==> src/hdl/fpu_cfg.svh <==
/* Sizes of the FPU subsystem. The queue depth must be a power of two because the
   queue pointers wrap naturally. It is also the credit count the core starts with */
`ifndef FPU_CFG_SVH
`define FPU_CFG_SVH

`define FPU_QUEUE_DEPTH 4   // Issue queue entries and initial credits
`define FPU_REG_COUNT   32  // Floating-point registers
`define FPU_DATA_WIDTH  64  // Double precision word

`endif

==> src/hdl/fpu_pkg.sv <==
/* Types shared by the FPU subsystem. Only the invalid bit of the flag vector is ever
   raised, because this subsystem has no arithmetic */
`include "fpu_cfg.svh"

package fpu_pkg;

    typedef logic [`FPU_DATA_WIDTH-1:0] fp_word_t;  // Double or integer word
    typedef logic [31:0]                inst_t;     // RISC-V instruction word
    typedef logic [4:0]                 reg_addr_t; // Register index
    typedef logic [4:0]                 fp_flags_t; // NV DZ OF UF NX
    typedef logic [9:0]                 class_mask_t; // FCLASS result bits

    // Operations dispatched to the lanes
    typedef enum logic [3:0] {
        SGNJ,
        SGNJN,
        SGNJX,
        MV_X,
        MV_D,
        CLASS,
        EQ,
        LT,
        LE,
        MIN,
        MAX,
        ILLEGAL
    } fp_op_e;

    typedef enum logic {
        IDLE,
        STALL
    } dec_state_e;

endpackage

==> src/hdl/fpu_regfile.sv <==
/* Floating-point registers with combinational reads. A read in the cycle of a write to
   the same register returns the old value */
`timescale 1ns/10ps
`include "fpu_cfg.svh"

module fpu_regfile (
    input  logic               clk,
    input  logic               rst_n,
    input  fpu_pkg::reg_addr_t rs1_addr,
    input  fpu_pkg::reg_addr_t rs2_addr,
    output fpu_pkg::fp_word_t  rs1_data,
    output fpu_pkg::fp_word_t  rs2_data,
    input  logic               wr_en,
    input  fpu_pkg::reg_addr_t wr_addr,
    input  fpu_pkg::fp_word_t  wr_data
);

    fpu_pkg::fp_word_t regs [`FPU_REG_COUNT];

    assign rs1_data = regs[rs1_addr];
    assign rs2_data = regs[rs2_addr];

    always_ff @(posedge clk or negedge rst_n) begin
        if (!rst_n) begin
            for (int i = 0; i < `FPU_REG_COUNT; i++) regs[i] <= '0;
        end else if (wr_en) begin
            regs[wr_addr] <= wr_data;
        end
    end

endmodule

==> config.mk <==
export PLATFORM = sky130hd
export DESIGN_NAME = fpu_regfile
export DESIGN_NICKNAME = d
export VERILOG_FILES = /design/src/hdl/fpu_pkg.sv /design/src/hdl/fpu_regfile.sv
export VERILOG_INCLUDE_DIRS = /design/src /design/src/hdl
export SDC_FILE = /design/constraint.sdc
export NUM_CORES = 2
export LEC_CHECK = 0
export BUFFER_PORTS_ARGS = -buffer_cell sky130_fd_sc_hd__buf_2
export CAP_MARGIN = 20
export CORE_ASPECT_RATIO = 0.7
export CORE_MARGIN = 3
export CORE_UTILIZATION = 45
export DETAILED_ROUTE_END_ITERATION = 16
export PLACE_DENSITY = 0.6
export SYNTH_ARGS = -nofsm -noshare
export SYNTH_HDL_FRONTEND = slang
export SYNTH_SLANG_ARGS = --single-unit
export TNS_END_PERCENT = 30
==> constraint.sdc <==
create_clock -name clk -period 2.6 [get_ports clk]
set_input_delay 0.39 -clock clk [delete_from_list [all_inputs] [get_ports clk]]
set_output_delay 0.39 -clock clk [all_outputs]
set_load 0.05 [all_outputs]
* Word level (Yosys, flattened, before mapping)
Index checks and enable logic that the tools add are counted.
** Word-level totals
- Output and inout port bits :: 128
- Word-level logic and storage cells :: 49
- Flip-flop bits (word level) :: 2048
- Input bits :: 82
** Cells by class
- Order comparisons :: 4
- Reductions and logical operators :: 1
- Bitwise gates (word level) :: 3
- Mux-type cells :: 9
** Operator list (count)
- 2048-bit bitwise mux :: 1
- 64-bit binary-select mux with 5-bit select :: 2
- 64-bit demux with 5-bit select :: 1
- 64-bit two-way mux :: 5
- 6-bit >= comparator, second input constant :: 3
- 5-bit inverter with 6-bit output :: 3
- 6-bit by 1-bit < comparator with 1-bit output, second input constant :: 1
- 1-bit logical AND :: 1

* Longest topological paths before layout
- Word-level depth :: 6
- Depth in mapped cells :: 8
- Depth with buffers taken out :: 4

* Worst setup path after synthesis
Ideal clock, no wire load.
- Kind :: input -> output
- From :: in rs2_addr[0]
- To :: out rs2_data[60]
- Cell stages on the path :: 6
- Path slack :: -0.060 ns
- Buffers on the path :: 3
- Data required time :: 2.210 ns
- Arrival time :: 2.270 ns
- Cells stage by stage :: buf_2 buf_2 buf_2 mux4_2 a22oi_1 nand4_1
** On the way
- Longest elaborated chain between the ends :: 4
** RTL lines
- start, declared :: RTL line fpu_regfile.sv:10 : input fpu_pkg::reg_addr_t rs2_addr,
- 5-bit inverter with 6-bit output (implied by the code) :: RTL line fpu_regfile.sv:21 : assign rs2_data = regs[rs2_addr];
- 64-bit binary-select mux with 5-bit select :: RTL line fpu_regfile.sv:21
- 64-bit two-way mux (implied by the code) (2 in series) :: RTL line fpu_regfile.sv:21
- end, declared :: RTL line fpu_regfile.sv:12 : output fpu_pkg::fp_word_t rs2_data,
No other way between the ends. The select of a mux whose other input is x is not followed.

* Final worst setup path
- From :: reg regs[1062] in the netlist's numbering
- To :: out rs2_data[38]
** On the way
- Longest elaborated chain between the ends :: 3
** RTL lines
- start, declared :: RTL line fpu_regfile.sv:18 : fpu_pkg::fp_word_t regs [`FPU_REG_COUNT];
- start signal, assigned by index :: RTL line fpu_regfile.sv:27 : regs[wr_addr] <= wr_data;
- 64-bit binary-select mux with 5-bit select :: RTL line fpu_regfile.sv:21
- 64-bit two-way mux (implied by the code) (2 in series) :: RTL line fpu_regfile.sv:21
No other way between the ends. The select of a mux whose other input is x is not followed.

==> reports/metrics.cfg <==
[yosys]
ys_top_cells_by_area=dfrtp_1 47%, mux2_2 21%, mux4_2 12%
post-synth-top-count-cell=dfrtp_1
synth_edf_count=0
netlist_area_sq_um=108600
synth-seq-cells=2048
synth-async-reset-ratio=1.000
synth_top_flop_cell=dfrtp_1
syn-num-nets=7787
synth.distinct_cells=40
synth-seq-area-share=0.4719
synth_top_area_frac=0.4719
netlist_top_cells_count=2048 x dfrtp_1, 1985 x mux2_2, 933 x mux2i_1
postSynthCellCount=7705
synth_top_cell_by_area=dfrtp_1
synth.avg_cell_area_sq_um=14.09
yosysWarnings=0

[timing]
hold_viol=0
period_minus_slack_ns=3.128
worst-slew-pin-transition_ns=0.9816
tns_ns=-31.01
drv_slew=0
fin_crit_sh=1.203
final.setup.worst_slack_ns=-0.5281
finalClockSkew_ns=0
slew_headroom=0.3443
rsz0062_at_grt=yes
setup-violations-final=128
max_freq_mhz=319.7

[drt]
viasPerCell=6.711
routedWlPerCell_microns=36.35
drt-pass1-iter-count=6
drtIter0Drc=9135
ant_nets=0
routed_wl_mm=419.9
drcViolationCount=0
vias=77520

[global_routing]
antenna_found_initial=40
gr-usage-all-layers=0.3346
grt_pass1_wl_mm=594.7
grt_pass1_vias=77900
overflow=0
grt_max_degree=94

[placed_design]
place_area_sq_um=121300
post-dp-hpwl_mm=268.1
io_buffers=209
gp_congestion=0.8960
place_ws_ns=-0.5801

[critical_path]
reg2regPathDepth=3
worst-path-buf-inv=2
reg2reg_setup_slack_ns=1.58
path_max_fanout=3
critPathKind=flip-flop to output pin
cp-start-kind=flip-flop
crit_family=multiplexers
r2r_end=regs[1482]$_DFFE_PN0P_
cp.arrival_ns=2.74
startpoint=regs[1062]$_DFFE_PN0P_
critPathRequiredTime_ns=2.21
slowest_delay_ns=0.47
critPathCaptureType=output pin
crit_chain=mux4_2 -> a22o_1 -> a31oi_1 -> nand3_2 -> buf_6 -> buf_12
cp_slowest_cell=mux4_2
r2r_start=regs[1482]$_DFFE_PN0P_

[layout]
largest_reg_flops=2048
drive_above_1_share=0.5029
area_delta_synth_final_pct=20.04
reg.largest.list=regs x2048
multi_input_area_sq_um=54890
regMostFlops=regs
fill_cells=19440
design_area_sq_um=130400
area.sequential_sq_um=51250
nNetsFinal=8244

[cts]
h-tree-depth=4
clock_latency_ns=0.88
cts_max_path_buffers=4
cts.sinks=2048
cts_tree=yes
root_buffer=clkbuf_16
clk_pin_slew_ns=0.07
cts_buffers=215

[run_status]
violations=setup timing
status=complete, but fails checks

[hold_path]
hold_class=input port to async pin

[floorplan]
rows=150
dieArea_sq_um=247300
core-area_sq_um=239300
dieWidth_microns=593.1
initial_core_util=0.4538
die_h_microns=417
io_pins=210

[run]
drv_cap=0

[power_and_ir_drop]
peakVddDrop_mv=0.5573
leakage_nw=58.15
powerDensity_nw_per_um2=750.7
p_total_w=0.09785

-- worst max-delay path by stage --
stage              endpoint  slack [ns]  cells past startpoint
2_1_floorplan  rs1_data[47]       -0.03                      6
3_3_place_gp   rs2_data[38]       -0.58                      8
3_5_place_dp   rs2_data[38]       -0.58                      8
4_1_cts        rs2_data[38]       -0.58                      6
5_1_grt        rs2_data[38]       -0.58                      6
6_report       rs2_data[38]       -0.53                      6
-- layout make-up --
type	count	share of cell area
Antenna cell	25	0.0004799
Inverter	1	0.00002880
Clock inverter	66	0.005807
Sequential cell	2048	0.3932
Timing Repair Buffer	1047	0.1000
Multi-Input combinational cell	4849	0.4211
Tap cell	3192	0.03064
Clock buffer	322	0.04877
-- cell usage in the layout, fill, tap and decap left out, types with 50 or more instances in the layout --
master,netlist,final
a21oi_1,78,78
nand2_1,100,83
clkbuf_16,0,219
buf_2,368,81
mux2_1,64,64
mux4_2,558,558
clkbuf_1,347,54
clkbuf_8,0,50
a22oi_1,636,496
mux2i_1,933,933
nand4_1,110,110
mux2_2,1985,1984
buf_4,54,474
buf_6,18,83
buf_12,0,396
dfrtp_1,2048,2048
nand3_1,229,216
a22oi_2,0,140
-- per-stage QoR --
step | util | cells | hold WS, ns
global placement | 0.5071 | 11090 | 0.4081
CTS | 0.5427 | 11510 | 0.08343
finish | 0.5447 | 11550 | 0.1183
detailed placement | 0.5071 | 11090 | 0.4206
global route | 0.5446 | 11530 | 0.1281
floorplan | - | 7705 | 0.09441
-- kinds of logic (layout without fill, tap and decap cells) --
family / count (synthesis) / count (layout) / share of synthesized area
AND/OR/NAND/NOR: 544 / 544 / 0.02745
other: 0 / 25 / 0
multiplexers: 3540 / 3540 / 0.4142
AO/OA/AOI/OAI: 765 / 765 / 0.05112
buffers and inverters: 808 / 1436 / 0.03528
flip-flops: 2048 / 2048 / 0.4719
-- power breakdown --
group	total, W	switching (W)	leakage, nW	internal, W
clock	0.0319	0.0136	3.51	0.0183
sequential	0.0431	0.00499	26.2	0.0381
combinational	0.0228	0.0104	28.5	0.0124
-- per-layer routing --
layer | up-vias | track usage | share of wire
met4 | 30 | 0.1397 | 0.046
met3 | 1021 | 0.09334 | 0.10
met2 | 4265 | 0.4882 | 0.44
met5 | - | 0 | 0.00045
met1 | 41620 | 0.4689 | 0.42
li1 | 30580 | - | -
-- repair_timing --
| action | CTS | global route |
|---|---|---|
| endpoints found under the hold margin | 114 | 0 |
| pin swaps | 222 | 76 |
| gates cloned | 0 | 0 |
| gates resized for setup | 279 | 67 |
| setup buffers | 35 | 11 |
| hold buffers | 1 | 0 |
| setup endpoints to repair | 128 | 128 |
Power figures use the tool's default switching activity.
