$ cat src/hdl/fpu_cfg.svh
/* Sizes of the FPU subsystem. The queue depth must be a power of two because the
   queue pointers wrap naturally. It is also the credit count the core starts with */
`ifndef FPU_CFG_SVH
`define FPU_CFG_SVH

`define FPU_QUEUE_DEPTH 4   // Issue queue entries and initial credits
`define FPU_REG_COUNT   32  // Floating-point registers
`define FPU_DATA_WIDTH  64  // Double precision word

`endif

$ cat src/hdl/fpu_pkg.sv
/* Types shared by the FPU subsystem. Only the invalid bit of the flag vector is ever
   raised, because this subsystem has no arithmetic */
`include "fpu_cfg.svh"

package fpu_pkg;

    typedef logic [`FPU_DATA_WIDTH-1:0] fp_word_t;  // Double or integer word
    typedef logic [31:0]                inst_t;     // RISC-V instruction word
    typedef logic [4:0]                 reg_addr_t; // Register index
    typedef logic [4:0]                 fp_flags_t; // NV DZ OF UF NX
    typedef logic [9:0]                 class_mask_t; // FCLASS result bits

    // Operations dispatched to the lanes
    typedef enum logic [3:0] {
        SGNJ,
        SGNJN,
        SGNJX,
        MV_X,
        MV_D,
        CLASS,
        EQ,
        LT,
        LE,
        MIN,
        MAX,
        ILLEGAL
    } fp_op_e;

    typedef enum logic {
        IDLE,
        STALL
    } dec_state_e;

endpackage

$ cat src/hdl/fpu_writeback.sv
/* Merges the two lanes. The decoder keeps them from finishing in the same cycle,
   and the core always takes integer results */
`timescale 1ns/10ps

module fpu_writeback (
    input  logic               clk,
    input  logic               rst_n,
    input  logic               sign_done,
    input  fpu_pkg::fp_word_t  sign_result,
    input  fpu_pkg::reg_addr_t sign_rd,
    input  logic               sign_int_dest,
    input  logic               cmp_done,
    input  fpu_pkg::fp_word_t  cmp_result,
    input  fpu_pkg::reg_addr_t cmp_rd,
    input  logic               cmp_int_dest,
    input  fpu_pkg::fp_flags_t cmp_flags,
    output logic               wr_en,
    output fpu_pkg::reg_addr_t wr_addr,
    output fpu_pkg::fp_word_t  wr_data,
    output logic               cp_result_valid,
    output fpu_pkg::reg_addr_t cp_result_rd,
    output fpu_pkg::fp_word_t  cp_result_data,
    output fpu_pkg::fp_flags_t cp_flags
);

    logic sel_int, int_done;

    assign sel_int  = sign_done ? sign_int_dest : cmp_int_dest;
    assign int_done = (sign_done || cmp_done) && sel_int;

    assign wr_en   = (sign_done || cmp_done) && !sel_int; // Lands at the next edge
    assign wr_addr = sign_done ? sign_rd : cmp_rd;
    assign wr_data = sign_done ? sign_result : cmp_result;

    always_ff @(posedge clk or negedge rst_n) begin
        if (!rst_n) begin
            cp_result_valid <= 1'b0;
            cp_flags        <= '0;
        end else begin
            cp_result_valid <= int_done;
            if (cmp_done) cp_flags <= cp_flags | cmp_flags; // Sticky
        end
    end

    always_ff @(posedge clk) begin
        if (int_done) begin
            cp_result_rd   <= wr_addr;
            cp_result_data <= wr_data;
        end
    end

    a_one_done: assert property (@(posedge clk) disable iff (!rst_n)
        !(sign_done && cmp_done));

endmodule

$ cat config.mk
export PLATFORM = sky130hd
export DESIGN_NAME = fpu_writeback
export DESIGN_NICKNAME = d
export VERILOG_FILES = /design/src/hdl/fpu_pkg.sv /design/src/hdl/fpu_writeback.sv
export VERILOG_INCLUDE_DIRS = /design/src /design/src/hdl
export SDC_FILE = /design/constraint.sdc
export NUM_CORES = 1
export LEC_CHECK = 0
export ABC_AREA = 1
export BUFFER_PORTS_ARGS = -buffer_cell sky130_fd_sc_hd__buf_2
export CAP_MARGIN = 10
export CORE_MARGIN = 8
export CORE_UTILIZATION = 25
export CTS_CLUSTER_DIAMETER = 30
export DETAILED_ROUTE_END_ITERATION = 6
export PLACE_DENSITY = 0.67
export SYNTH_ARGS = -nofsm -noshare
export SYNTH_HDL_FRONTEND = slang
export SYNTH_SLANG_ARGS = --single-unit
$ cat constraint.sdc
create_clock -name clk -period 1.23 [get_ports clk]
set_input_delay 0.123 -clock clk [delete_from_list [all_inputs] [get_ports clk]]
set_output_delay 0.123 -clock clk [all_outputs]
set_load 0.01 [all_outputs]
[Yosys cells after proc, flatten, opt, wreduce, memory -nomap -nowiden]
Cells that the tools add are included.
Word-level totals
  bits in registers: 75
  output and inout port bits: 145
  word-level logic and storage cells: 12
Operators by class
  muxes and demuxes: 3
  bitwise operators: 1
  reduce and logical (&&, ||, !) cells: 4
Operators by type and width (count)
  64-bit two-way mux: 1
  5-bit two-way mux: 1
  5-bit bitwise OR: 1
  1-bit logical AND: 2
  1-bit logical NOT: 1
  1-bit logical OR: 1
  1-bit two-way mux: 1

[Longest topological paths before layout]
  depth in word-level cells: 3
  depth in mapped cells: 6

[Worst setup path after synthesis]
OpenSTA, ideal clock, no wires.
  path kind: input to register
  from: in sign_done
  to: reg cp_result_data[0], enable pin
  arrival time: 2.328 ns
  required time: 0.788 ns
  path slack: -1.539 ns
  cell stages on the path: 6
  buffers on the path: 2
  path through: buf_4 > inv_4 > buf_6 > nand2_1 > nand2_1 > nor2_2
On the way
  word-level cells in the longest chain between the ends: 2
  elaborated cells on any way between the ends: 3
  those cells by class: mux: 1; reduce/logical: 2
RTL lines
  start, declared: RTL line fpu_writeback.sv:8  | input logic sign_done,
  1-bit two-way mux / 1-bit logical OR (equally long branches): RTL line fpu_writeback.sv:28, fpu_writeback.sv:29
  1-bit logical AND *: RTL line fpu_writeback.sv:29  | assign int_done = (sign_done || cmp_done) && sel_int;
  via int_done: RTL line fpu_writeback.sv:26  | logic sel_int, int_done;
  end signal, assigned: RTL line fpu_writeback.sv:48  | cp_result_data <= wr_data;
  end, declared: RTL line fpu_writeback.sv:22  | output fpu_pkg::fp_word_t cp_result_data,
Mark *: on every way through the listed nets, which the timed path passes. The rest lies on a longest branch.
A chain may end at the register's enable or synchronous reset.

[Worst setup path in the final report]
  from: in sign_done
  to: out wr_data[39]
On the way
  word-level cells in the longest chain between the ends: 1
RTL lines
  64-bit two-way mux: RTL line fpu_writeback.sv:33  | assign wr_data = sign_done ? sign_result : cmp_result;
  end, declared: RTL line fpu_writeback.sv:19  | output fpu_pkg::fp_word_t wr_data,
No other way between the ends.

==> impl_metrics.csv <==
group,metric,value,unit
outcome,status,"complete, no violations",
final_layout,finish.utilization,44.1,%
clocking,clkSinkCount,75,
worst_setup_path,critPathCaptureType,"output pin",
sta,hold_viol,0,
route,antenna_left,0,
die,start_util,25.4,%
power_and_ir_drop,irDropWorstVdd,0.951,mV
route,drtPass1Iterations,4,
synth,yosys_warnings,0,
synth,ys.flop_type,"edfxtp_1",
die,rows,41,
synth,synthMostInstantiatedCell,"nand2_1",
final_layout,n_fill_cell,1243,
sta,rsz0062_at_grt,"no",
die,io_pins,294,
sta,worst_slack,126,ps
synth,synth_seq_cells,75,
sta,slew_viol_final,0,
worst_setup_path,path_cells,"buf_2 > buf_12 > nand2_1 > nand2_1 > buf_2",
grt,grt_max_degree,48,
clocking,clockBufferDepth,2,
clocking,cts_buffers,9,
final_layout,seq_area,2220,sq um
synth,avgSynthCellArea,10.2,sq um
clocking,postCtsSetupBuffers,0,
worst_setup_path,path_class,"input pin to output pin",
synth,syn_inst,314,
final_layout,drive_gt1_share,53.7,%
synth,synth_edf_count,69,
die,die_y,129,um
placed_design,place_congestion,0.808,
synth,post-synth-top-area-cell,"edfxtp_1",
clocking,cts-root-buf,"clkbuf_16",
sta,period_share,89.7,%
worst_setup_path,start_kind,"input pin",
power_and_ir_drop,p_per_area,1430,nW/um^2
grt,grt-ovfl-total,0,
synth,seq_area_frac_synth,69.6,%
final_layout,fin_nets,796,
grt,antenna_found_initial,0,
worst_setup_path,max_stage_delay,240,ps
power_and_ir_drop,leakagePower,0.00294,uW
grt,grt_pass1_wl,18000,um
route,drtIter0Drc,145,
grt,grtUsageTotal,14.2,%
die,core,12600,sq um
synth,synth-async-reset-ratio,8.00,%
worst_setup_path,required,1110,ps
die,die-area,16600,sq um
placed_design,placed_area,5120,sq um
final_layout,multiInputGateArea,861,sq um
route,drt-total-wl,12000,um
synth,ys_types,11,
sta,worst_pin_slew,244,ps
clocking,cts_tree,"built",
min_path,min_path_type,"input pin to register",
route,wire_per_inst,14.6,um
clocking,clock_latency,330,ps
route,vias,3320,
worst_setup_path,crit_arrival,980,ps
synth,synth_nets,463,
sta,setup_violations,0,
route,detail_route.vias_per_cell,4.03,
worst_setup_path,cp_max_fo,47,
synth,synth_top_area_share,64.9,%
grt,grt_pass1_vias,3433,
sta,skew,0,ps
synth,synth_area,3190,sq um
clocking,clkTransAtPathRegs,60,ps
worst_setup_path,cpMaxStageDelayCell,"buf_12",
final_layout,fin_area,5540,sq um
placed_design,dp_hpwl,9710,um
synth,synth_area_leaders,"edfxtp_1 65%, nand2_1 25%, dfrtp_1 4.7%",
final_layout,syn_to_final_growth,73.7,%
placed_design,post-place-ws,-16.0,ps
clocking,post_cts_resized,0,
synth,synth_common_cells,"213 x nand2_1, 69 x edfxtp_1, 7 x buf_4",
placed_design,port_buffers,293,
final_layout,diodes,0,
sta,max_freq,906,MHz
power_and_ir_drop,power,7950,uW
route,drc,0,
die,die-width,129,um
clocking,htreeDepth,3,
sta,relSlewSlack,83.7,%
sta,fin_crit,1100,ps
run,cap_viol_max_count,0,
layout make-up:
class,count,area share [%]
timing repair buffer,337,33.6
clock buffer,10,4.13
inverter,3,0.293
tap,172,3.88
multi-input combinational,221,15.5
sequential,75,40.1
clock inverter,6,2.48
stage by stage:
step | instances | hold WS, ps | TNS, ps
2_1_floorplan | 314 | -173 | -49970
3_3_place_gp | 802 | -49.1 | -49.4
3_5_place_dp | 802 | -50.3 | -468
4_1_cts | 824 | 52.6 | 0
5_1_grt | 824 | 63.4 | 0
6_report | 824 | 78.2 | 0
worst max-delay path, delay by kind of cell:
kind	cells	cell delay, ps
buf+inv	3	590
simple gates	2	220
registers in the layout, indices dropped and copies added (netlist names):
signal	cells
cp_result_valid	1
cp_flags	5
cp_result_rd	5
cp_result_data	64
power breakdown:
group          total, uW  switching [uW]  leakage (uW)  internal [uW]
logic               1550             860       0.00205            691
registers           3200            64.8      0.000717           3130
clock network       3200            1010      0.000177           2190
final timing paths:
kind / cells after the start / slack (ps) / to / start
setup / recovery: 5 / 130 / wr_data[39] / sign_done
hold / removal: 3 / 80 / cp_result_rd[2]$_DFFE_PP_ / cmp_rd[2]
setup reg to reg: 1 / 560 / cp_flags[1]$_DFFE_PN0P_ / cp_flags[1]$_DFFE_PN0P_
hold reg to reg: 1 / 450 / cp_flags[2]$_DFFE_PN0P_ / cp_flags[2]$_DFFE_PN0P_
max in group asynchronous: 2 / 920 / cp_result_valid$_DFF_PN0_ / rst_n
min in group asynchronous: 2 / 160 / cp_flags[1]$_DFFE_PN0P_ / rst_n
repair_timing:
item                                   4_1_cts  5_1_grt
endpoints found under the hold margin       11        0
hold buffers                                 6        0
setup endpoints to repair                    0        0
cells in the final DEF, fill, tap and decap left out, drive strengths merged:
cell type    netlist  routed
a21o               5       5
buf               15     331
bufinv             0       4
clkbuf             0      10
clkinv             0       2
dfrtp              6       6
dlygate4sd3        0       6
edfxtp            69      69
inv                3       3
nand2            213     213
nor2               3       3
layer usage:
layer | routed length [um] | track usage [%] | vias to the layer above
met4 | 85 | 3.52 | 0
met2 | 6110 | 25.9 | 180
met5 | 0 | 0 | -
li1 | - | - | 1680
met3 | 1490 | 6.91 | 5
met1 | 4370 | 14.1 | 1455
logic make-up after synthesis:
logic type / after synthesis / share of synthesized area, %
AOI/OAI and AO/OA: 5 / 1.18
and+or+nand+nor: 216 / 25.5
DFF: 75 / 69.6
buffers and inverters: 18 / 3.72
No activity file was read; power rests on OpenSTA's default activity.
