`src/hdl/fpu_cfg.svh`:
```
/* Sizes of the FPU subsystem. The queue depth must be a power of two because the
   queue pointers wrap naturally. It is also the credit count the core starts with */
`ifndef FPU_CFG_SVH
`define FPU_CFG_SVH

`define FPU_QUEUE_DEPTH 4   // Issue queue entries and initial credits
`define FPU_REG_COUNT   32  // Floating-point registers
`define FPU_DATA_WIDTH  64  // Double precision word

`endif

```
`src/hdl/fpu_pkg.sv`:
```
/* Types shared by the FPU subsystem. Only the invalid bit of the flag vector is ever
   raised, because this subsystem has no arithmetic */
`include "fpu_cfg.svh"

package fpu_pkg;

    typedef logic [`FPU_DATA_WIDTH-1:0] fp_word_t;  // Double or integer word
    typedef logic [31:0]                inst_t;     // RISC-V instruction word
    typedef logic [4:0]                 reg_addr_t; // Register index
    typedef logic [4:0]                 fp_flags_t; // NV DZ OF UF NX
    typedef logic [9:0]                 class_mask_t; // FCLASS result bits

    // Operations dispatched to the lanes
    typedef enum logic [3:0] {
        SGNJ,
        SGNJN,
        SGNJX,
        MV_X,
        MV_D,
        CLASS,
        EQ,
        LT,
        LE,
        MIN,
        MAX,
        ILLEGAL
    } fp_op_e;

    typedef enum logic {
        IDLE,
        STALL
    } dec_state_e;

endpackage

```
`src/hdl/fpu_compare_lane.sv`:
```
/* Two-stage pipelined FEQ/FLT/FLE/FMIN/FMAX for doubles with IEEE NaN and signed-zero
   rules. Two NaNs into FMIN/FMAX give the canonical quiet NaN */
`timescale 1ns/10ps

module fpu_compare_lane (
    input  logic               clk,
    input  logic               rst_n,
    input  logic               cmp_go,
    input  fpu_pkg::fp_op_e    op,
    input  fpu_pkg::reg_addr_t rd,
    input  fpu_pkg::fp_word_t  opa,
    input  fpu_pkg::fp_word_t  opb,
    output logic               cmp_done,
    output fpu_pkg::fp_word_t  cmp_result,
    output fpu_pkg::reg_addr_t cmp_rd,
    output logic               cmp_int_dest,
    output fpu_pkg::fp_flags_t cmp_flags
);

    logic a_nan, b_nan, a_lt_b, a_eq_b;
    logic s1_valid, s1_a_nan, s1_b_nan, s1_snan, s1_lt, s1_eq;
    fpu_pkg::fp_op_e    s1_op;
    fpu_pkg::reg_addr_t s1_rd;
    fpu_pkg::fp_word_t  s1_a, s1_b, result;
    logic any_nan, invalid;

    assign a_nan  = (&opa[62:52]) && (|opa[51:0]);
    assign b_nan  = (&opb[62:52]) && (|opb[51:0]);
    assign a_eq_b = (opa == opb) || (opa[62:0] == '0 && opb[62:0] == '0); // +0 equals -0
    // Total order on the sign and magnitude, -0 below +0
    assign a_lt_b = (opa[63] != opb[63]) ? opa[63] :
                    opa[63] ? (opa[62:0] > opb[62:0]) : (opa[62:0] < opb[62:0]);

    always_ff @(posedge clk or negedge rst_n) begin
        if (!rst_n) begin
            s1_valid <= 1'b0;
            cmp_done <= 1'b0;
        end else begin
            s1_valid <= cmp_go;
            cmp_done <= s1_valid;
        end
    end

    always_ff @(posedge clk) begin
        if (cmp_go) begin
            s1_op    <= op;
            s1_rd    <= rd;
            s1_a     <= opa;
            s1_b     <= opb;
            s1_a_nan <= a_nan;
            s1_b_nan <= b_nan;
            s1_snan  <= (a_nan && !opa[51]) || (b_nan && !opb[51]);
            s1_lt    <= a_lt_b;
            s1_eq    <= a_eq_b;
        end
    end

    assign any_nan = s1_a_nan || s1_b_nan;

    always_comb begin
        result  = '0;
        invalid = s1_snan;
        case (s1_op)
            fpu_pkg::EQ: result[0] = !any_nan && s1_eq;
            fpu_pkg::LT: begin
                result[0] = !any_nan && s1_lt && !s1_eq;
                invalid   = any_nan; // Signaling compare
            end
            fpu_pkg::LE: begin
                result[0] = !any_nan && (s1_lt || s1_eq);
                invalid   = any_nan;
            end
            fpu_pkg::MIN, fpu_pkg::MAX: begin
                if (s1_a_nan && s1_b_nan) result = 64'h7FF8_0000_0000_0000;
                else if (s1_a_nan)       result = s1_b;
                else if (s1_b_nan)       result = s1_a;
                else result = ((s1_op == fpu_pkg::MIN) == s1_lt) ? s1_a : s1_b;
            end
            default: ;
        endcase
    end

    always_ff @(posedge clk) begin
        if (s1_valid) begin
            cmp_result   <= result;
            cmp_rd       <= s1_rd;
            cmp_int_dest <= s1_op inside {fpu_pkg::EQ, fpu_pkg::LT, fpu_pkg::LE};
            cmp_flags    <= {invalid, 4'b0000};
        end
    end

endmodule

```
`config.mk`:
```
export PLATFORM = sky130hd
export DESIGN_NAME = fpu_compare_lane
export DESIGN_NICKNAME = d
export VERILOG_FILES = /design/src/hdl/fpu_pkg.sv /design/src/hdl/fpu_compare_lane.sv
export VERILOG_INCLUDE_DIRS = /design/src /design/src/hdl
export SDC_FILE = /design/constraint.sdc
export NUM_CORES = 1
export LEC_CHECK = 0
export ABC_AREA = 1
export BUFFER_PORTS_ARGS = -buffer_cell sky130_fd_sc_hd__clkbuf_2
export CAP_MARGIN = 25
export CORE_UTILIZATION = 45
export DETAILED_ROUTE_END_ITERATION = 8
export PLACE_DENSITY = 0.68
export SKIP_LAST_GASP = 1
export SLEW_MARGIN = 20
export SYNTH_ARGS = -nofsm -noshare
export SYNTH_HDL_FRONTEND = slang
export SYNTH_SLANG_ARGS = --single-unit
export TNS_END_PERCENT = 10
```
`constraint.sdc`:
```
create_clock -name clk -period 2.7 [get_ports clk]
set_input_delay 0.405 -clock clk [delete_from_list [all_inputs] [get_ports clk]]
set_output_delay 0.405 -clock clk [all_outputs]
set_load 0.01 [all_outputs]
```
Yosys cells after proc, flatten, opt, wreduce, memory -nomap -nowiden
Cells that the tools add are included.

storage, ports and cells
  register bits after elaboration = 215
  logic and storage cells = 64

operators by class
  order comparisons = 2
  eq/ne operators = 8
  mux-type cells = 8
  bitwise operators = 1
  reduce and logical (&&, ||, !) cells = 28

operator list
  cell                count
  $mux 64             3
  $logic_not 63->1    2
  $reduce_or 52->1    2
  $eq 64x64->1        1
  $gt 63x63->1        1
  $lt 63x63->1        1
  $mux 63             1
  $reduce_and 11->1   2
  $eq 4x4->1 const B  3
  $logic_and 1x1->1   10
  $eq 4x3->1 const B  2
  $reduce_or 2->1     3
  $logic_not 1->1     4
  $logic_or 1x1->1    4
  $pmux 1 s4          1
  $mux 1              3
  $reduce_bool 3->1   1
  $eq 1x1->1          1
  $ne 1x1->1          1
  $not 1->1           1

Longest topological paths before layout
  depth in word-level cells = 7
  gate-level depth with buffers = 17
  mapped depth without buffers = 17

Least setup slack after synthesis
OpenSTA, ideal clock, no wires.

  path type = register to register
  start point = register s1_valid
  end point = register cmp_flags[4] (enable)
  setup time = 0.429 ns
  arrival = 1.741 ns
  path slack = 0.530 ns
  cell stages (with the launch flop) = 1
  buffers on the path = 0
  clock period less this slack = 2.170 ns
  cell sequence = dfrtp_1

RTL lines
  element                 line                    RTL
  start, declared         fpu_compare_lane.sv:21  logic s1_valid, s1_a_nan, s1_b_nan, s1_snan, s1_lt, s1_eq;
  start signal, assigned  fpu_compare_lane.sv:39  s1_valid <= cmp_go;
  end signal, assigned    fpu_compare_lane.sv:88  cmp_flags <= {invalid, 4'b0000};
  end, declared           fpu_compare_lane.sv:17  output fpu_pkg::fp_flags_t cmp_flags

No word-level cell between the ends.

Worst setup path after layout
  start point = register s1_op[2]
  end point = register cmp_result[0] (data pin)

between the ends
  word-level cells in the longest chain between the ends = 7
  elaborated cells between the ends (all ways) = 12
  classes of those cells = eq/ne (6); mux (5); reduce/logical (1)

RTL lines
  element                 line                                            RTL
  start, declared         fpu_compare_lane.sv:22                          fpu_pkg::fp_op_e s1_op;
  start signal, assigned  fpu_compare_lane.sv:46                          s1_op <= op;
  $eq 4x4->1              fpu_compare_lane.sv:63, fpu_compare_lane.sv:77
  $eq 1x1->1              fpu_compare_lane.sv:77                          else result = ((s1_op == fpu_pkg::MIN) == s1_lt) ? s1_a : s1_b;
  $mux 64                 fpu_compare_lane.sv:77
  $mux 64                 fpu_compare_lane.sv:76                          else if (s1_b_nan) result = s1_a;
  $mux 64                 fpu_compare_lane.sv:75                          else if (s1_a_nan) result = s1_b;
  $mux 63                 fpu_compare_lane.sv:74                          if (s1_a_nan && s1_b_nan) result = 64'h7FF8_0000_0000_0000;
  $pmux 1 s4 (*)          fpu_compare_lane.sv:63                          case (s1_op)
  net result[0]           fpu_compare_lane.sv:24                          fpu_pkg::fp_word_t s1_a, s1_b, result;
  end signal, assigned    fpu_compare_lane.sv:85                          cmp_result <= result;
  end, declared           fpu_compare_lane.sv:14                          output fpu_pkg::fp_word_t cmp_result,

Mark *: on every way through the listed nets, which the timed path passes. The rest lies on a longest branch.
A chain may end at the register's enable or synchronous reset.

==> results.tsv <==
stage	metric	value	unit
setup_path	reg2reg_to	cmp_result[0]	
grt	overflow	0	
timing	max_slew_margin	46.49	%
power	clkPwrFrac	36.8	%
setup_path	crit_type	reg2reg	
timing	worstMarginPinSlew	0.7953	ns
clock_tree	ctsLongestPathBuffers	3	
yosys	synth.most_common_cell	edfxtp_1	
setup_path	ff2ff_setup_slack	0.73	ns
clock_tree	clock_sinks	215	
power	max-vdd-ir-drop	0.3077	mV
yosys	ys_warn_count	0	
layout	layout-drive-gt1-share	23.09	%
die	die_y	149.6	um
timing	fin_skew	0.007949	ns
yosys	synth_area_leaders	edfxtp_1, ha_1, nor2_1	
yosys	synth_common_cells	edfxtp_1, nor2_1, inv_1, nand2_1, ha_1	
detailed_routing	vias_per_cell	5.057	
timing	whs	0.08271	ns
setup_path	worstRegToRegCells	8	
placement	io_buffer_count	211	
timing	finalSetupViolations	0	
layout	seq_area	0.006450	mm^2
clock_tree	root_buffer	clkbuf_16	
power	leakage	0.005192	uW
die	die_w	149.6	um
yosys	ys.flop_type	edfxtp_1	
setup_path	required	3.02	ns
placement	dpl.hpwl	17120	um
detailed_routing	num_vias	6958	
run_status	run_status	finished, final reports clean	
timing	rsz0062_at_grt	false	
die	ios	216	
setup_path	start_kind	register	
yosys	synth_cells	860	
grt	grt_pass1_wl	35760	um
clock_tree	clk_latency	0.50	ns
setup_path	r2r_start	s1_op[2]	
setup_path	endpoint_kind	register	
clock_tree	cts_setup_buffers	0	
layout	fin_area	0.01189	mm^2
timing	fin_setup_tns	0	ns
flow_run	maxCapViolCount	0	
timing	setup_ws	0.7316	ns
layout	nFillCells	1833	
setup_path	worstPathArrival	2.29	ns
die	die-area	0.02238	mm^2
power	swShare	23.84	%
die	core	0.02122	mm^2
grt	grt_max_degree	55	
clock_tree	clkTransAtPathRegs	0.06	ns
placement	place_congestion	0.8580	
power	p_total	7780	uW
yosys	seq_area_frac_synth	65.76	%
placement	postPlaceCellArea	0.01121	mm^2
detailed_routing	wl	23270	um
placement	dp_worst_setup_slack	0.5010	ns
setup_path	critPathMaxFanout	35	
layout	area_delta_synth_final	21.30	%
detailed_routing	drt_first_iter_violations	357	
detailed_routing	wl_per_cell	16.91	um
yosys	ys_types	29	
yosys	synth_edf_count	213	
worst_hold_path	worstHoldPathType	in2reg	
timing	hold_violations	0	
timing	slew_violations	0	
timing	min_period_over_period	72.90	%
timing	fmax	508.0	MHz
yosys	synth_area	0.009803	mm^2
grt	antenna_found_initial	2	
grt	grt_usage	21.07	%
detailed_routing	firstDrtPassIters	4	
setup_path	crit_end	cmp_result[0]	
detailed_routing	ant_nets	0	
die	num_rows	53	
yosys	synthArstFlopShare	0.9302	%
clock_tree	cts_buffers	23	
yosys	synth.top_cell.area_share	65.25	%
timing	timing.final.crit_period	1.968	ns
power	p_int	5925	uW
power	powerDensity	654.2	mW/mm^2
yosys	avgSynthCellArea	11.40	um^2
layout	multi_input_area	0.002815	mm^2
grt	grt_pass1_vias	6799	
power	pwr-share-comb	11.2	%
setup_path	startpoint	s1_op[2]	
clock_tree	cts_htree_levels	1	
power	power_frac_seq	52.0	%
power	power_switching	1855	uW
yosys	synth_top_area_cell	edfxtp_1	
clock_tree	cts_tree	built	
die	start_util	46.20	%
yosys	ys_ff_latch	215	
layout	nets	1289	
detailed_routing	drcViolationCount	0	
flip-flops by register name (all words and copies together) (netlist names), 4 cells and up:
name,cells
cmp_result,64
cmp_rd,5
s1_a,64
s1_rd,5
s1_b,64
s1_op,4
worst min path at each step:
stage | start | to | depth (start not counted)
finish | rd[4] | s1_rd[4] | 1
global route | rd[2] | s1_rd[2] | 1
CTS | rd[4] | s1_rd[4] | 1
detailed placement | rst_n | cmp_done | 1
global placement | rst_n | cmp_done | 1
floorplan | rst_n | cmp_done | 0
cells in the final DEF, fill, tap and decap left out, types with 26 or more instances in the layout:
| master | count |
|---|---|
| ha_1 | 63 |
| nor2_1 | 157 |
| nand2_1 | 102 |
| edfxtp_1 | 213 |
| clkbuf_2 | 210 |
| nand4_1 | 27 |
| o21ai_1 | 26 |
| o21ai_0 | 31 |
| nor3_1 | 34 |
| inv_1 | 108 |
cell type report:
type                            count  area share, %
Sequential cell                   215          54.24
Multi-Input combinational cell    514          23.67
Timing Repair Buffer              222          10.07
Clock buffer                       28          4.998
Inverter                          110          3.472
Tap cell                          275          2.894
Clock inverter                     11         0.6313
Antenna cell                        1        0.02104
per-stage QoR:
stage               utilization [%]  cells
global placement              52.82   1335
CTS                           56.03   1375
global route                  56.04   1376
finish                        56.04   1376
floorplan                         -    863
detailed placement            52.82   1335
worst max-delay path, cell delays in order (launching register included):
cell	delay, ns
edfxtp_1	0.43
nor2_4	0.15
nand3_1	0.12
o21ai_1	0.19
nand2_2	0.09
inv_2	0.09
buf_4	0.37
o21ai_0	0.13
o21ai_0	0.21
logic make-up (layout without fill, tap and decap cells):
kind of cell             Yosys count  after routing  synth area share (%)
AO/OA/AOI/OAI                     87             87                 4.620
XOR/XNOR                           1              1               0.08936
adder cells (fa/ha/maj)           63             63                 8.041
buffers and inverters            134            371                 5.718
flip-flops                       215            215                 65.76
other                              1              5               0.03825
AND/OR/NAND/NOR                  359            359                 15.74
timing repair:
| action | in CTS | in global routing |
|---|---|---|
| endpoints found under the hold margin | 2 | 0 |
| hold buffers | 1 | 0 |
| gates resized for setup | 0 | 0 |
routing by layer:
metal	vias up	track usage [%]	part of all wire (%)
met5	-	0	0
met4	0	7.092	3.0
met3	50	4.024	6.5
met2	241	35.25	48
met1	3222	27.42	43
li1	3445	-	-
power by group through the flow:
| stage | combinational, uW | sequential [uW] | clock, uW |
|---|---|---|---|
| 2_1_floorplan | 388 | 4160 | 0 |
| 3_5_place_dp | 877 | 4120 | 0 |
| 3_3_place_gp | 857 | 4110 | 0 |
| 5_1_grt | 985 | 4070 | 3040 |
| 6_report | 872 | 4050 | 2860 |
| 4_1_cts | 882 | 4050 | 2920 |
Power figures use the tool's default switching activity.
