$ cat src/hdl/fpu_cfg.svh
/* Sizes of the FPU subsystem. The queue depth must be a power of two because the
   queue pointers wrap naturally. It is also the credit count the core starts with */
`ifndef FPU_CFG_SVH
`define FPU_CFG_SVH

`define FPU_QUEUE_DEPTH 4   // Issue queue entries and initial credits
`define FPU_REG_COUNT   32  // Floating-point registers
`define FPU_DATA_WIDTH  64  // Double precision word

`endif

$ cat src/hdl/fpu_pkg.sv
/* Types shared by the FPU subsystem. Only the invalid bit of the flag vector is ever
   raised, because this subsystem has no arithmetic */
`include "fpu_cfg.svh"

package fpu_pkg;

    typedef logic [`FPU_DATA_WIDTH-1:0] fp_word_t;  // Double or integer word
    typedef logic [31:0]                inst_t;     // RISC-V instruction word
    typedef logic [4:0]                 reg_addr_t; // Register index
    typedef logic [4:0]                 fp_flags_t; // NV DZ OF UF NX
    typedef logic [9:0]                 class_mask_t; // FCLASS result bits

    // Operations dispatched to the lanes
    typedef enum logic [3:0] {
        SGNJ,
        SGNJN,
        SGNJX,
        MV_X,
        MV_D,
        CLASS,
        EQ,
        LT,
        LE,
        MIN,
        MAX,
        ILLEGAL
    } fp_op_e;

    typedef enum logic {
        IDLE,
        STALL
    } dec_state_e;

endpackage

$ cat src/hdl/fpu_sign_lane.sv
/* Sign injection, raw moves and FCLASS.D with one register stage.
   Raises no exception flags */
`timescale 1ns/10ps

module fpu_sign_lane (
    input  logic               clk,
    input  logic               rst_n,
    input  logic               sign_go,
    input  fpu_pkg::fp_op_e    op,
    input  fpu_pkg::reg_addr_t rd,
    input  fpu_pkg::fp_word_t  opa,
    input  fpu_pkg::fp_word_t  opb,
    output logic               sign_done,
    output fpu_pkg::fp_word_t  sign_result,
    output fpu_pkg::reg_addr_t sign_rd,
    output logic               sign_int_dest
);

    fpu_pkg::class_mask_t cls;
    fpu_pkg::fp_word_t    result;
    logic exp_ones, exp_zero, frac_zero, neg;

    assign neg       = opa[63];
    assign exp_ones  = &opa[62:52];
    assign exp_zero  = ~|opa[62:52];
    assign frac_zero = ~|opa[51:0];

    always_comb begin
        cls    = '0;
        cls[0] = neg && exp_ones && frac_zero;   // -inf
        cls[1] = neg && !exp_ones && !exp_zero;  // -normal
        cls[2] = neg && exp_zero && !frac_zero;  // -subnormal
        cls[3] = neg && exp_zero && frac_zero;
        cls[4] = !neg && exp_zero && frac_zero;
        cls[5] = !neg && exp_zero && !frac_zero;
        cls[6] = !neg && !exp_ones && !exp_zero;
        cls[7] = !neg && exp_ones && frac_zero;
        cls[8] = exp_ones && !frac_zero && !opa[51]; // Signaling NaN
        cls[9] = exp_ones && opa[51];                // Quiet NaN
    end

    always_comb begin
        case (op)
            fpu_pkg::SGNJ:  result = {opb[63], opa[62:0]};
            fpu_pkg::SGNJN: result = {~opb[63], opa[62:0]};
            fpu_pkg::SGNJX: result = {opa[63] ^ opb[63], opa[62:0]};
            fpu_pkg::CLASS: result = fpu_pkg::fp_word_t'(cls);
            default:        result = opa; // Both moves pass the bits through
        endcase
    end

    always_ff @(posedge clk or negedge rst_n) begin
        if (!rst_n) sign_done <= 1'b0;
        else        sign_done <= sign_go;
    end

    always_ff @(posedge clk) begin
        if (sign_go) begin
            sign_result   <= result;
            sign_rd       <= rd;
            sign_int_dest <= (op == fpu_pkg::MV_X) || (op == fpu_pkg::CLASS);
        end
    end

endmodule

$ cat config.mk
export PLATFORM = sky130hd
export DESIGN_NAME = fpu_sign_lane
export DESIGN_NICKNAME = d
export VERILOG_FILES = /design/src/hdl/fpu_pkg.sv /design/src/hdl/fpu_sign_lane.sv
export VERILOG_INCLUDE_DIRS = /design/src /design/src/hdl
export SDC_FILE = /design/constraint.sdc
export NUM_CORES = 1
export LEC_CHECK = 0
export BUFFER_PORTS_ARGS = -buffer_cell sky130_fd_sc_hd__clkbuf_2
export CAP_MARGIN = 20
export CORE_MARGIN = 2
export CORE_UTILIZATION = 40
export CTS_CLUSTER_SIZE = 12
export DETAILED_ROUTE_END_ITERATION = 7
export GPL_TIMING_DRIVEN = 0
export MAX_ROUTING_LAYER = met4
export PLACE_DENSITY_LB_ADDON = 0.05
export SYNTH_ARGS = -nofsm -noshare
export SYNTH_HDL_FRONTEND = slang
export SYNTH_SLANG_ARGS = --single-unit
$ cat constraint.sdc
create_clock -name clk -period 0.8 [get_ports clk]
set_input_delay 0.04 -clock clk [delete_from_list [all_inputs] [get_ports clk]]
set_output_delay 0.04 -clock clk [all_outputs]
set_load 0.005 [all_outputs]
# Word-level counts from Yosys, hierarchy flattened
# Index checks and enable logic that the tools add are counted.
[word_totals]
register_bits = 71
input_bits = 140
output_inout_bits = 71
elab_cells = 38
[op_classes]
eq_ne = 4
mux = 1
bitwise_logic = 2
n_reduce_logical = 27
[ops]
columns = ["operator", "count"]
rows = [
  ["$pmux 64 s4", 1],
  ["$reduce_or 52->1", 1],
  ["$logic_and 1x1->1", 17],
  ["$reduce_and 11->1", 1],
  ["$reduce_or 11->1", 1],
  ["$eq 4x2->1 const B", 2],
  ["$logic_not 1->1", 5],
  ["$eq 4x1->1 const B", 1],
  ["$eq 4x3->1 const B", 1],
  ["$logic_not 4->1", 1],
  ["$logic_or 1x1->1", 1],
  ["$not 1->1", 1],
  ["$xor 1x1->1", 1],
]

# Longest topological paths before layout
# Gate-level depths: netlist of run 1.
[depth]
depth_word = 5
depth_mapped = 5
mapped_depth_nobuf = 4

# Worst setup path before layout of run 1
# OpenSTA, ideal clock, no wires.
[synth_timing]
path_kind = "in2reg"
start = "in opa[24]"
end = "reg sign_result[8], data pin"
t_arrival_ns = 0.983
path_slack_ns = -0.455
path_stages = 4
path_cell_list = "nor4_1 -> nand4_1 -> nor4_4 -> o21ai_0"
[synth_between]
elab_chain_len = 4
[synth_rtl]
columns = ["element", "line_no", "rtl"]
rows = [
  ["from (decl)", "fpu_sign_lane.sv:11", "input fpu_pkg::fp_word_t opa,"],
  ["$reduce_or 52->1", "fpu_sign_lane.sv:26", "assign frac_zero = ~|opa[51:0];"],
  ["$logic_and 1x1->1 (2 in a row)", "fpu_sign_lane.sv:38", "cls[8] = exp_ones && !frac_zero && !opa[51];"],
  ["$pmux 64 s4", "fpu_sign_lane.sv:43", "case (op)"],
  ["net result[8]", "fpu_sign_lane.sv:20", "fpu_pkg::fp_word_t result;"],
  ["to (signal assigned)", "fpu_sign_lane.sv:59", "sign_result <= result;"],
  ["to (decl)", "fpu_sign_lane.sv:14", "output fpu_pkg::fp_word_t sign_result,"],
]
# The timed path passes the listed nets, and every way through them passes these cells.
# A chain may end at the register's enable or synchronous reset.

# Worst setup path in the final report of run 1
[layout_timing]
start = "in opa[24]"
end = "reg sign_result[2], data pin"
[layout_between]
elab_chain_len = 3
[layout_rtl]
columns = ["element", "line_no", "rtl"]
rows = [
  ["$reduce_or 52->1", "fpu_sign_lane.sv:26", ""],
  ["$logic_and 1x1->1", "fpu_sign_lane.sv:32", "cls[2] = neg && exp_zero && !frac_zero;"],
  ["$pmux 64 s4", "fpu_sign_lane.sv:43", ""],
  ["net result[2]", "fpu_sign_lane.sv:20", ""],
]
# The timed path passes the listed nets, and every way through them passes these cells.

==> summary.txt, run 1 <==
Run status
  – Status: complete, but fails checks
  – Failing checks: negative hold slack, negative setup slack

Floorplanning
  – DIE WIDTH: between 80 and 90 um
  – Initial Util: 40.6%
  – Row cnt: 31
  – Core area: 7140 um2
  – Die H: 89.1 um
  – Die ar.: 7930 um2
  – I/O Pins: 211

Yosys
  – Synth Area in Compound Gates: under 10%
  – Synth Warn #: 0
  – Cells after Synth: 189
  – Simple-Gate Fraction of Synth Area: 20.6%
  – Yosys reg bits: 71
  – Cell variety after synth: 27
  – Syn avg cell area: 15.3 um2
  – Register area share after synthesis: 73.5%
  – Adder-cell area share of the yosys netlist: 0%
  – Syn Nets: between 300 and 400
  – Mux cell area share after synthesis: 0%
  – Mapped Area: 2890 um2
  – Largest family of logic cells by synthesized area: simple AND/OR/NAND/NOR gates
  – Xor-xnor portion of the synthesized cell area: 0.303%

Final layout
  – Nets@finish: 517
  – Ant. Diodes: 0
  – Fin area: 4670 um2
  – Area delta synth->final: 61.2%
  – Final core occ: approximately 65%
  – Most frequent cells in the layout: clkbuf_2 (136), edfxtp_1 (70), and2_1 (33)
  – Post-Layout Cell Count: around 480
  – Fraction of layout cells with a size suffix above 1: 56.5%
  – Most common cell after layout, fill and taps aside: clkbuf_2

Drt
  – Routed length per instance: 15.4 um
  – Total number of vias: 2281
  – Initial DRC Count: 74
  – DR pass1 iterations: 4
  – Drt total wl: 7420 um
  – DRC errors left: 0
  – Vias per cell: 4.74
  – Antenna viol nets, final: 0

Pwr
  – Final total power: slightly above 9 mW
  – Worst VDD drop: 921 uV
  – Leakage power: 1.97 nW
  – Power per Cell Area: 1950 nW/um2

STA
  – Peak Freq: 0.942 GHz
  – Slew Viols, Final: 0
  – Unrepaired setup endpoints after global routing: yes
  – Setup ws final: -0.262 ns
  – Final hold vios: 2
  – Min Tclk post-route: 1.06 ns
  – Worst hold slack: -0.00376 ns
  – Setup_tns: -5.84 ns
  – Measured slew at the worst slew-check pin: 0.368 ns
  – Max-slew headroom: 75.3%
  – Final period util: 133%
  – Final setup fails: 84

Worst setup path
  – Crit-path max FO: 7
  – Worst EP required: about 0.88 ns
  – Largest delay contributor family on the critical path: simple AND/OR/NAND/NOR gates
  – Worst path bufs/invs: 2
  – CP peak stage delay: 0.33 ns
  – Slowest CP cell: nor4_1
  – Critical Setup Path Class: in -> reg
  – Arrival @ worst endpoint: ~1.1 ns
  – CP Cell Sequence: clkbuf_2, nor4_1, nand4_1, nor4_4, buf_6, o41ai_2
  – Crit. End Element: flop
  – Critical path launch point type: primary input

Place
  – Detail Placement HPWL: 5060 um
  – I/O Buffers: 147
  – DP Worst Slack: -0.863 ns
  – DP Cell Count: 436
  – Placed Area: 3930 um2
  – Gpl congestion: 0.735

Clocking
  – Root Buffer: clkbuf_8
  – Htree depth: 3
  – Worst-path clk slew: 0.07 ns
  – Post-CTS Hold Buffers: 21
  – Maximum clock insertion buffer count: 2
  – TritonCTS Buffers: 9
  – Clk sinks: 71
  – CTS tree: yes

Global routing
  – Initial antenna violation count: 0
  – First-pass GRT wire length: 10800 um
  – GRT Util Overall: between 10% and 20%
  – Vias in the first global route: approximately 2200
  – GR Overflow Total: 0
  – Largest net degree at the start of global routing: 70

Hold path
  – Hold WC Path Type: in -> reg

Run
  – Max Cap Violations: 0
==> sequential cells by signal, indices dropped and copies added (netlist names) <==
name	cells
sign_done	1
sign_rd	5
sign_int_dest	1
sign_result	64
==> layer usage <==
metal,global-route usage [%],wire [um],up-vias
met5,-,0,-
met4,7.87,127,0
met3,4.34,559,12
met2,31.0,3630,106
met1,23.5,3090,1063
li1,-,-,1100
==> final cells by class <==
type                       count  area (um2)
buffer                         6         105
clock buffer                  10         128
tap                           99         124
fill                         607        2470
inverter                       2        7.51
timing repair buffer         179        1140
clock inverter                 6         109
multi-input combinational    108         925
sequential                    71        2130
==> synth_stat cells <==
cell type  number  area share (%)
o31ai_1         3            0.78
nor3b_1         1            0.26
nand4bb_1       1            0.39
dfrtp_1         1            0.86
nor2_1          1            0.13
nand4_1         4            0.86
o41ai_1         3            0.91
a21oi_1         1            0.17
nand2b_1        1            0.22
nor4_2          2            0.86
xnor2_1         1            0.30
buf_2           2            0.35
and2_1         52              11
a32o_1          2            0.69
o21ai_0         1            0.17
nand3_1         3            0.52
nor4_1         13             2.8
a22o_1          3            0.91
o221ai_1        1            0.30
nand2_1         8             1.0
edfxtp_1       70              73
and2_2          1            0.26
a32oi_1         1            0.30
clkbuf_1        6            0.78
inv_1           2            0.26
nor4_4          2             1.5
nor3_1          3            0.52
==> kinds of logic (layout without fill, tap and decap cells) <==
group	Yosys count	in the layout
buffers and inverters	10	203
AOI/OAI and AO/OA	15	15
DFF	71	71
xor gates and xnor gates	1	1
and+or+nand+nor	92	92
==> final timing paths <==
| check | from | endpoint | slack (ns) | depth (start not counted) |
|---|---|---|---|---|
| max | opa[24] | sign_result[2] | -0.26 | 6 |
| min | opa[39] | sign_result[39] | -0.004 | 2 |
| max in group asynchronous | rst_n | sign_done | 0.16 | 3 |
| min in group asynchronous | rst_n | sign_done | 0.54 | 3 |
==> report_power, final <==
| part | switching [mW] | internal, mW | leakage (nW) |
|---|---|---|---|
| combinational | 0.527 | 0.667 | 1.15 |
| clock | 1.32 | 2.07 | 0.120 |
| sequential | 0.0772 | 4.44 | 0.695 |
| total | 1.92 | 7.17 | 1.97 |
==> what timing repair did <==
| action | 4_1_cts | 5_1_grt |
|---|---|---|
| pin swaps | 9 | 5 |
| setup endpoints to repair | 89 | 124 |
| hold endpoints to repair | 21 | 1 |
| buffers inserted | 7 | 2 |
| cloned | 2 | 0 |
| resized for setup | 28 | 32 |
No activity file was read; power rests on OpenSTA's default activity.
==> inputs of run 2 (changes only) <==
SETUP_SLACK_MARGIN = 0.1   (was not set)
==> run 2 against run 1 <==
Effect of this change:
- the flow still finishes with violations (negative hold slack, negative setup slack)
- die area is the same
- global-route usage shrank 0.38 points
- maximum frequency shrank 1.7%
- via count grew 0.48%
- cell area grew 2.7%
- clock power is essentially flat
- flip-flop and latch count is the same
- critical path depth is the same
- cell count shrank 1.9%
- first-iteration DRC count grew 8.1%
- total power grew 0.85%
- non-clock buffer count shrank 9
==> summary.txt, run 2 (same netlist as run 1, synthesis figures left out) <==
Run status
  – Status: complete, but fails checks
  – Failing checks: negative hold slack, negative setup slack

Clocking
  – CTS tree: yes
  – Post-CTS Hold Buffers: 8
  – Maximum clock insertion buffer count: 2
  – Clk sinks: 71
  – TritonCTS Buffers: 9
  – Htree depth: 3
  – Root Buffer: clkbuf_8
  – Worst-path clk slew: 0.08 ns

Drt
  – DRC errors left: 0
  – Total number of vias: 2292
  – Antenna viol nets, final: 0
  – DR pass1 iterations: 4
  – Vias per cell: approximately 4.9
  – Drt total wl: 7490 um
  – Initial DRC Count: 80
  – Routed length per instance: 15.9 um

STA
  – Peak Freq: between 0.9 and 1 GHz
  – Final setup fails: between 90 and 100
  – Min Tclk post-route: 1.08 ns
  – Slew Viols, Final: 0
  – Setup_tns: -5.94 ns
  – Final period util: 135%
  – Unrepaired setup endpoints after global routing: yes
  – Setup ws final: -0.281 ns
  – Max-slew headroom: between 70% and 80%
  – Worst hold slack: -0.0246 ns
  – Measured slew at the worst slew-check pin: 0.355 ns
  – Final hold vios: 5

Final layout
  – Top Registers: sign_result: 64 flops, sign_rd: 5 flops
  – Ant. Diodes: 0
  – Most frequent cells in the layout: clkbuf_2 (133), edfxtp_1 (70), and2_4 (39)
  – Post-Layout Cell Count: 472
  – Fill count: about 600
  – Largest register by flop count: sign_result
  – Nets@finish: 508
  – Area delta synth->final: 65.6%
  – Most common cell after layout, fill and taps aside: clkbuf_2
  – Register area: about 2100 um2
  – Fraction of layout cells with a size suffix above 1: 65.4%
  – Largest register FFs: 64
  – Fin area: 4790 um2
  – Area of the multi-input gates: 1040 um2

Place
  – Placed Area: 3930 um2
  – Gpl congestion: 0.735
  – DP Cell Count: 436
  – I/O Buffers: 147
  – Detail Placement HPWL: 5060 um

Worst setup path
  – Worst path bufs/invs: 2
  – Arrival @ worst endpoint: 1.16 ns
  – Crit-path max FO: 7
  – CP peak stage delay: roughly 0.31 ns
  – Crit. End Element: flop
  – Critical path startpoint: opa[39]
  – Worst EP required: slightly below 0.9 ns
  – Critical Setup Path Class: in -> reg
  – Critical path launch point type: primary input
  – CP Cell Sequence: buf_6, nor4_4, nand3_2, nor4_4, buf_6, o41ai_4
  – Slowest CP cell: nor4_4
  – Largest delay contributor family on the critical path: simple AND/OR/NAND/NOR gates

Pwr
  – Final total power: approximately 9 mW
  – Worst VDD drop: 914 uV
  – Power per Cell Area: around 1900 nW/um2
  – Leakage power: 2.04 nW

Global routing
  – Vias in the first global route: 2141
  – GR Overflow Total: 0
  – GRT Util Overall: 18.8%
  – Largest net degree at the start of global routing: 70
  – First-pass GRT wire length: ~11000 um
  – Initial antenna violation count: 0

Hold path
  – Hold WC Path Type: in -> reg
  – Hold_sp: sign_go

Floorplanning
  – Row cnt: 31
  – DIE WIDTH: 89.1 um
  – Die H: 89.1 um
  – Initial Util: 40.6%
  – Die ar.: 7930 um2
  – I/O Pins: 211
  – Core area: 7140 um2

Run
  – Max Cap Violations: 0
-- run 2: cell types whose count changed in the layout (fill, tap and decap cells not counted), moves of 3 or more --
cell and change:
clkbuf_2 -3, buf_8 +4, and2_4 +19, and2_1 -19
buf_4 -4, dlygate4sd3_1 -13
-- run 2: final timing paths --
kind	end	cells after the start
max	sign_result[5]	6
min	sign_result[62]	1
max in group asynchronous	sign_done	3
min in group asynchronous	sign_done	3
-- run 2: area by class of cell --
cell class,count,area share (%)
Buffer,3,1.07
Tap cell,99,2.58
Inverter,2,0.157
Multi-Input combinational cell,108,21.8
Timing Repair Buffer,173,25.1
Sequential cell,71,44.4
Clock inverter,6,2.27
Clock buffer,10,2.66
-- run 2: report_power, final --
group | switching (mW) | internal, mW
Sequential | 0.0773 | 4.44
Clock | 1.32 | 2.07
Combinational | 0.550 | 0.721
Total | 1.94 | 7.22
-- run 2: per-stage QoR --
step / worst slack, ns / utilization [%]
2_1_floorplan: -0.394 / -
3_3_place_gp: -0.968 / 54.7
3_5_place_dp: -0.863 / 55.1
4_1_cts: -0.271 / 63.1
5_1_grt: -0.316 / 67.2
6_report: -0.281 / 67.2
-- run 2: layer usage --
metal	vias up	track usage [%]	part of all wire, %
met5	-	-	0
met2	93	29.8	51
met3	11	4.62	7.7
li1	1091	-	-
met4	0	8.01	1.5
met1	1097	23.2	40
-- run 2: repair_timing --
item	CTS	global route
setup endpoints to repair	134	134
buffers inserted	7	8
pin swaps	14	18
cloned	2	2
gates resized for setup	42	60
endpoints found under the hold margin	20	7
==> inputs of run 3 (changes only) <==
CELL_PAD_IN_SITES_DETAIL_PLACEMENT = 0   (was not set)
CELL_PAD_IN_SITES_GLOBAL_PLACEMENT = 1   (was not set)
CORE_UTILIZATION = 30   (was 40)
clock period = 1 ns   (was 0.8 ns; I/O delays follow)
==> run 3 against run 2 <==
Effect of this change:
- the run ends with negative setup slack left
- routed wire length increased by 5.9%
- sequential power fell by 20%
- first-iteration DRC count fell by 50%
- count of clock-buffer cells in the layout grew 1
- worst hold slack improved by 0.039 ns
- sequential share of layout area is 2.5 points higher
- critical path depth did not move
- combinational power fell by 29%
- critical path type unchanged
- largest cell class unchanged
- largest power group unchanged
==> summary.txt, run 3 (same netlist as run 1, synthesis figures left out) <==
Run status
  – Status: complete, but fails checks
  – Failing checks: negative setup slack

Place
  – I/O Buffers: 147
  – Gpl congestion: 0.717
  – DP Worst Slack: -0.606 ns
  – Detail Placement HPWL: 5770 um

Final layout
  – Largest register by flop count: sign_result
  – Area delta synth->final: 56.8%
  – Most frequent cells in the layout: clkbuf_2 (95), edfxtp_1 (70), and2_1 (51)
  – Register area: 2130 um2
  – Fill count: 893
  – Ant. Diodes: 0
  – Largest register FFs: 64
  – Area of the multi-input gates: between 900 and 1000 um2
  – Nets@finish: around 500
  – Fraction of layout cells with a size suffix above 1: 54.4%
  – Most common cell after layout, fill and taps aside: clkbuf_2
  – Top Registers: sign_result: 64 flops, sign_rd: 5 flops

STA
  – Unrepaired setup endpoints after global routing: yes
  – Setup ws final: -0.0468 ns
  – Slew Viols, Final: 0
  – Final period util: 105%
  – Final setup fails: 5
  – Measured slew at the worst slew-check pin: 0.480 ns
  – Final hold vios: 0
  – Setup_tns: -0.123 ns
  – Max-slew headroom: 68.0%
  – Min Tclk post-route: 1.05 ns
  – Peak Freq: 0.955 GHz

Global routing
  – Largest net degree at the start of global routing: 41
  – GR Overflow Total: 0
  – First-pass GRT wire length: 11700 um
  – GRT Util Overall: between 15 and 20%
  – Initial antenna violation count: 0
  – Vias in the first global route: approximately 2200

Clocking
  – Maximum clock insertion buffer count: 2
  – CTS tree: yes
  – Worst-path clk slew: 0.07 ns
  – Htree depth: 3
  – Root Buffer: clkbuf_8
  – TritonCTS Buffers: 9
  – Clk sinks: 71

Drt
  – DRC errors left: 0
  – Antenna viol nets, final: 0
  – Initial DRC Count: 40
  – DR pass1 iterations: 4
  – Routed length per instance: 16.0 um
  – Vias per cell: ~4.5
  – Drt total wl: 7930 um
  – Total number of vias: 2252

Run
  – Max Cap Violations: 0

Pwr
  – Worst VDD drop: 530 uV
  – Leakage power: 1.83 nW
  – Power per Cell Area: between 1000 and 1500 nW/um2
  – Final total power: 6.42 mW

Worst setup path
  – Crit-path max FO: 7
  – Crit. End Element: flop
  – Critical path launch point type: primary input
  – Critical Setup Path Class: in -> reg
  – Worst EP required: 1.08 ns
  – Arrival @ worst endpoint: 1.13 ns

Floorplanning
  – Die ar.: 10400 um2
  – DIE WIDTH: slightly above 100 um
  – Row cnt: 35
  – Die H: 102 um
  – I/O Pins: 211
  – Core area: 9280 um2
  – Initial Util: a little under a third

Hold path
  – Hold WC Path Type: in -> reg
  – Hold depth: 2
run 3: final timing paths:
path	startpoint	to	slack [ns]
max	opa[47]	sign_result[5]	-0.05
min	opa[38]	sign_result[38]	0.01
max in group asynchronous	rst_n	sign_done	0.88
min in group asynchronous	rst_n	sign_done	0.04
run 3: layout make-up:
class                   count  share of cell area [%]
flip-flops and latches     71                    46.9
repair buffers            161                    21.9
multi-input cells         108                    21.1
well taps                 129                    3.56
plain buffers               8                    2.98
clock buffers              11                    2.90
clock inverters             5                   0.552
inverters                   2                   0.165
run 3: timing repair:
item	4_1_cts	5_1_grt
hold endpoints to repair	7	1
buffers inserted	2	1
pin swaps	8	11
gates cloned	2	0
setup endpoints to repair	29	82
resized for setup	17	78
hold buffers	7	1
run 3: routing by layer:
layer | vias up | GRT usage, % | share of wire [%]
met5 | - | - | 0
met4 | 0 | 3.69 | 0.48
met3 | 4 | 4.10 | 6.1
met2 | 90 | 26.5 | 52
met1 | 1088 | 18.7 | 42
li1 | 1070 | - | -
run 3: worst max-delay path: stages:
cell and delay [ns]:
clkbuf_2 0.09, nor4_2 0.29, nand3_2 0.15, nor4_4 0.30, buf_6 0.17, o41ai_2 0.08
run 3: report_power, final:
group | total, mW | switching, mW | internal (mW)
clock | 1.90 | 1.02 | 0.878
combinational | 0.908 | 0.429 | 0.479
sequential | 3.61 | 0.0585 | 3.55
total | 6.42 | 1.51 | 4.91
run 3: per-stage QoR:
stage	instances	hold WS [ns]	utilization, %	instance area (um2)
4_1_cts	493	0.00112	47.0	4370
3_3_place_gp	465	-0.175	42.5	3940
6_report	495	0.0146	48.9	4540
3_5_place_dp	466	-0.174	42.7	3960
2_1_floorplan	189	-0.246	-	3040
5_1_grt	495	0.00185	48.9	4540
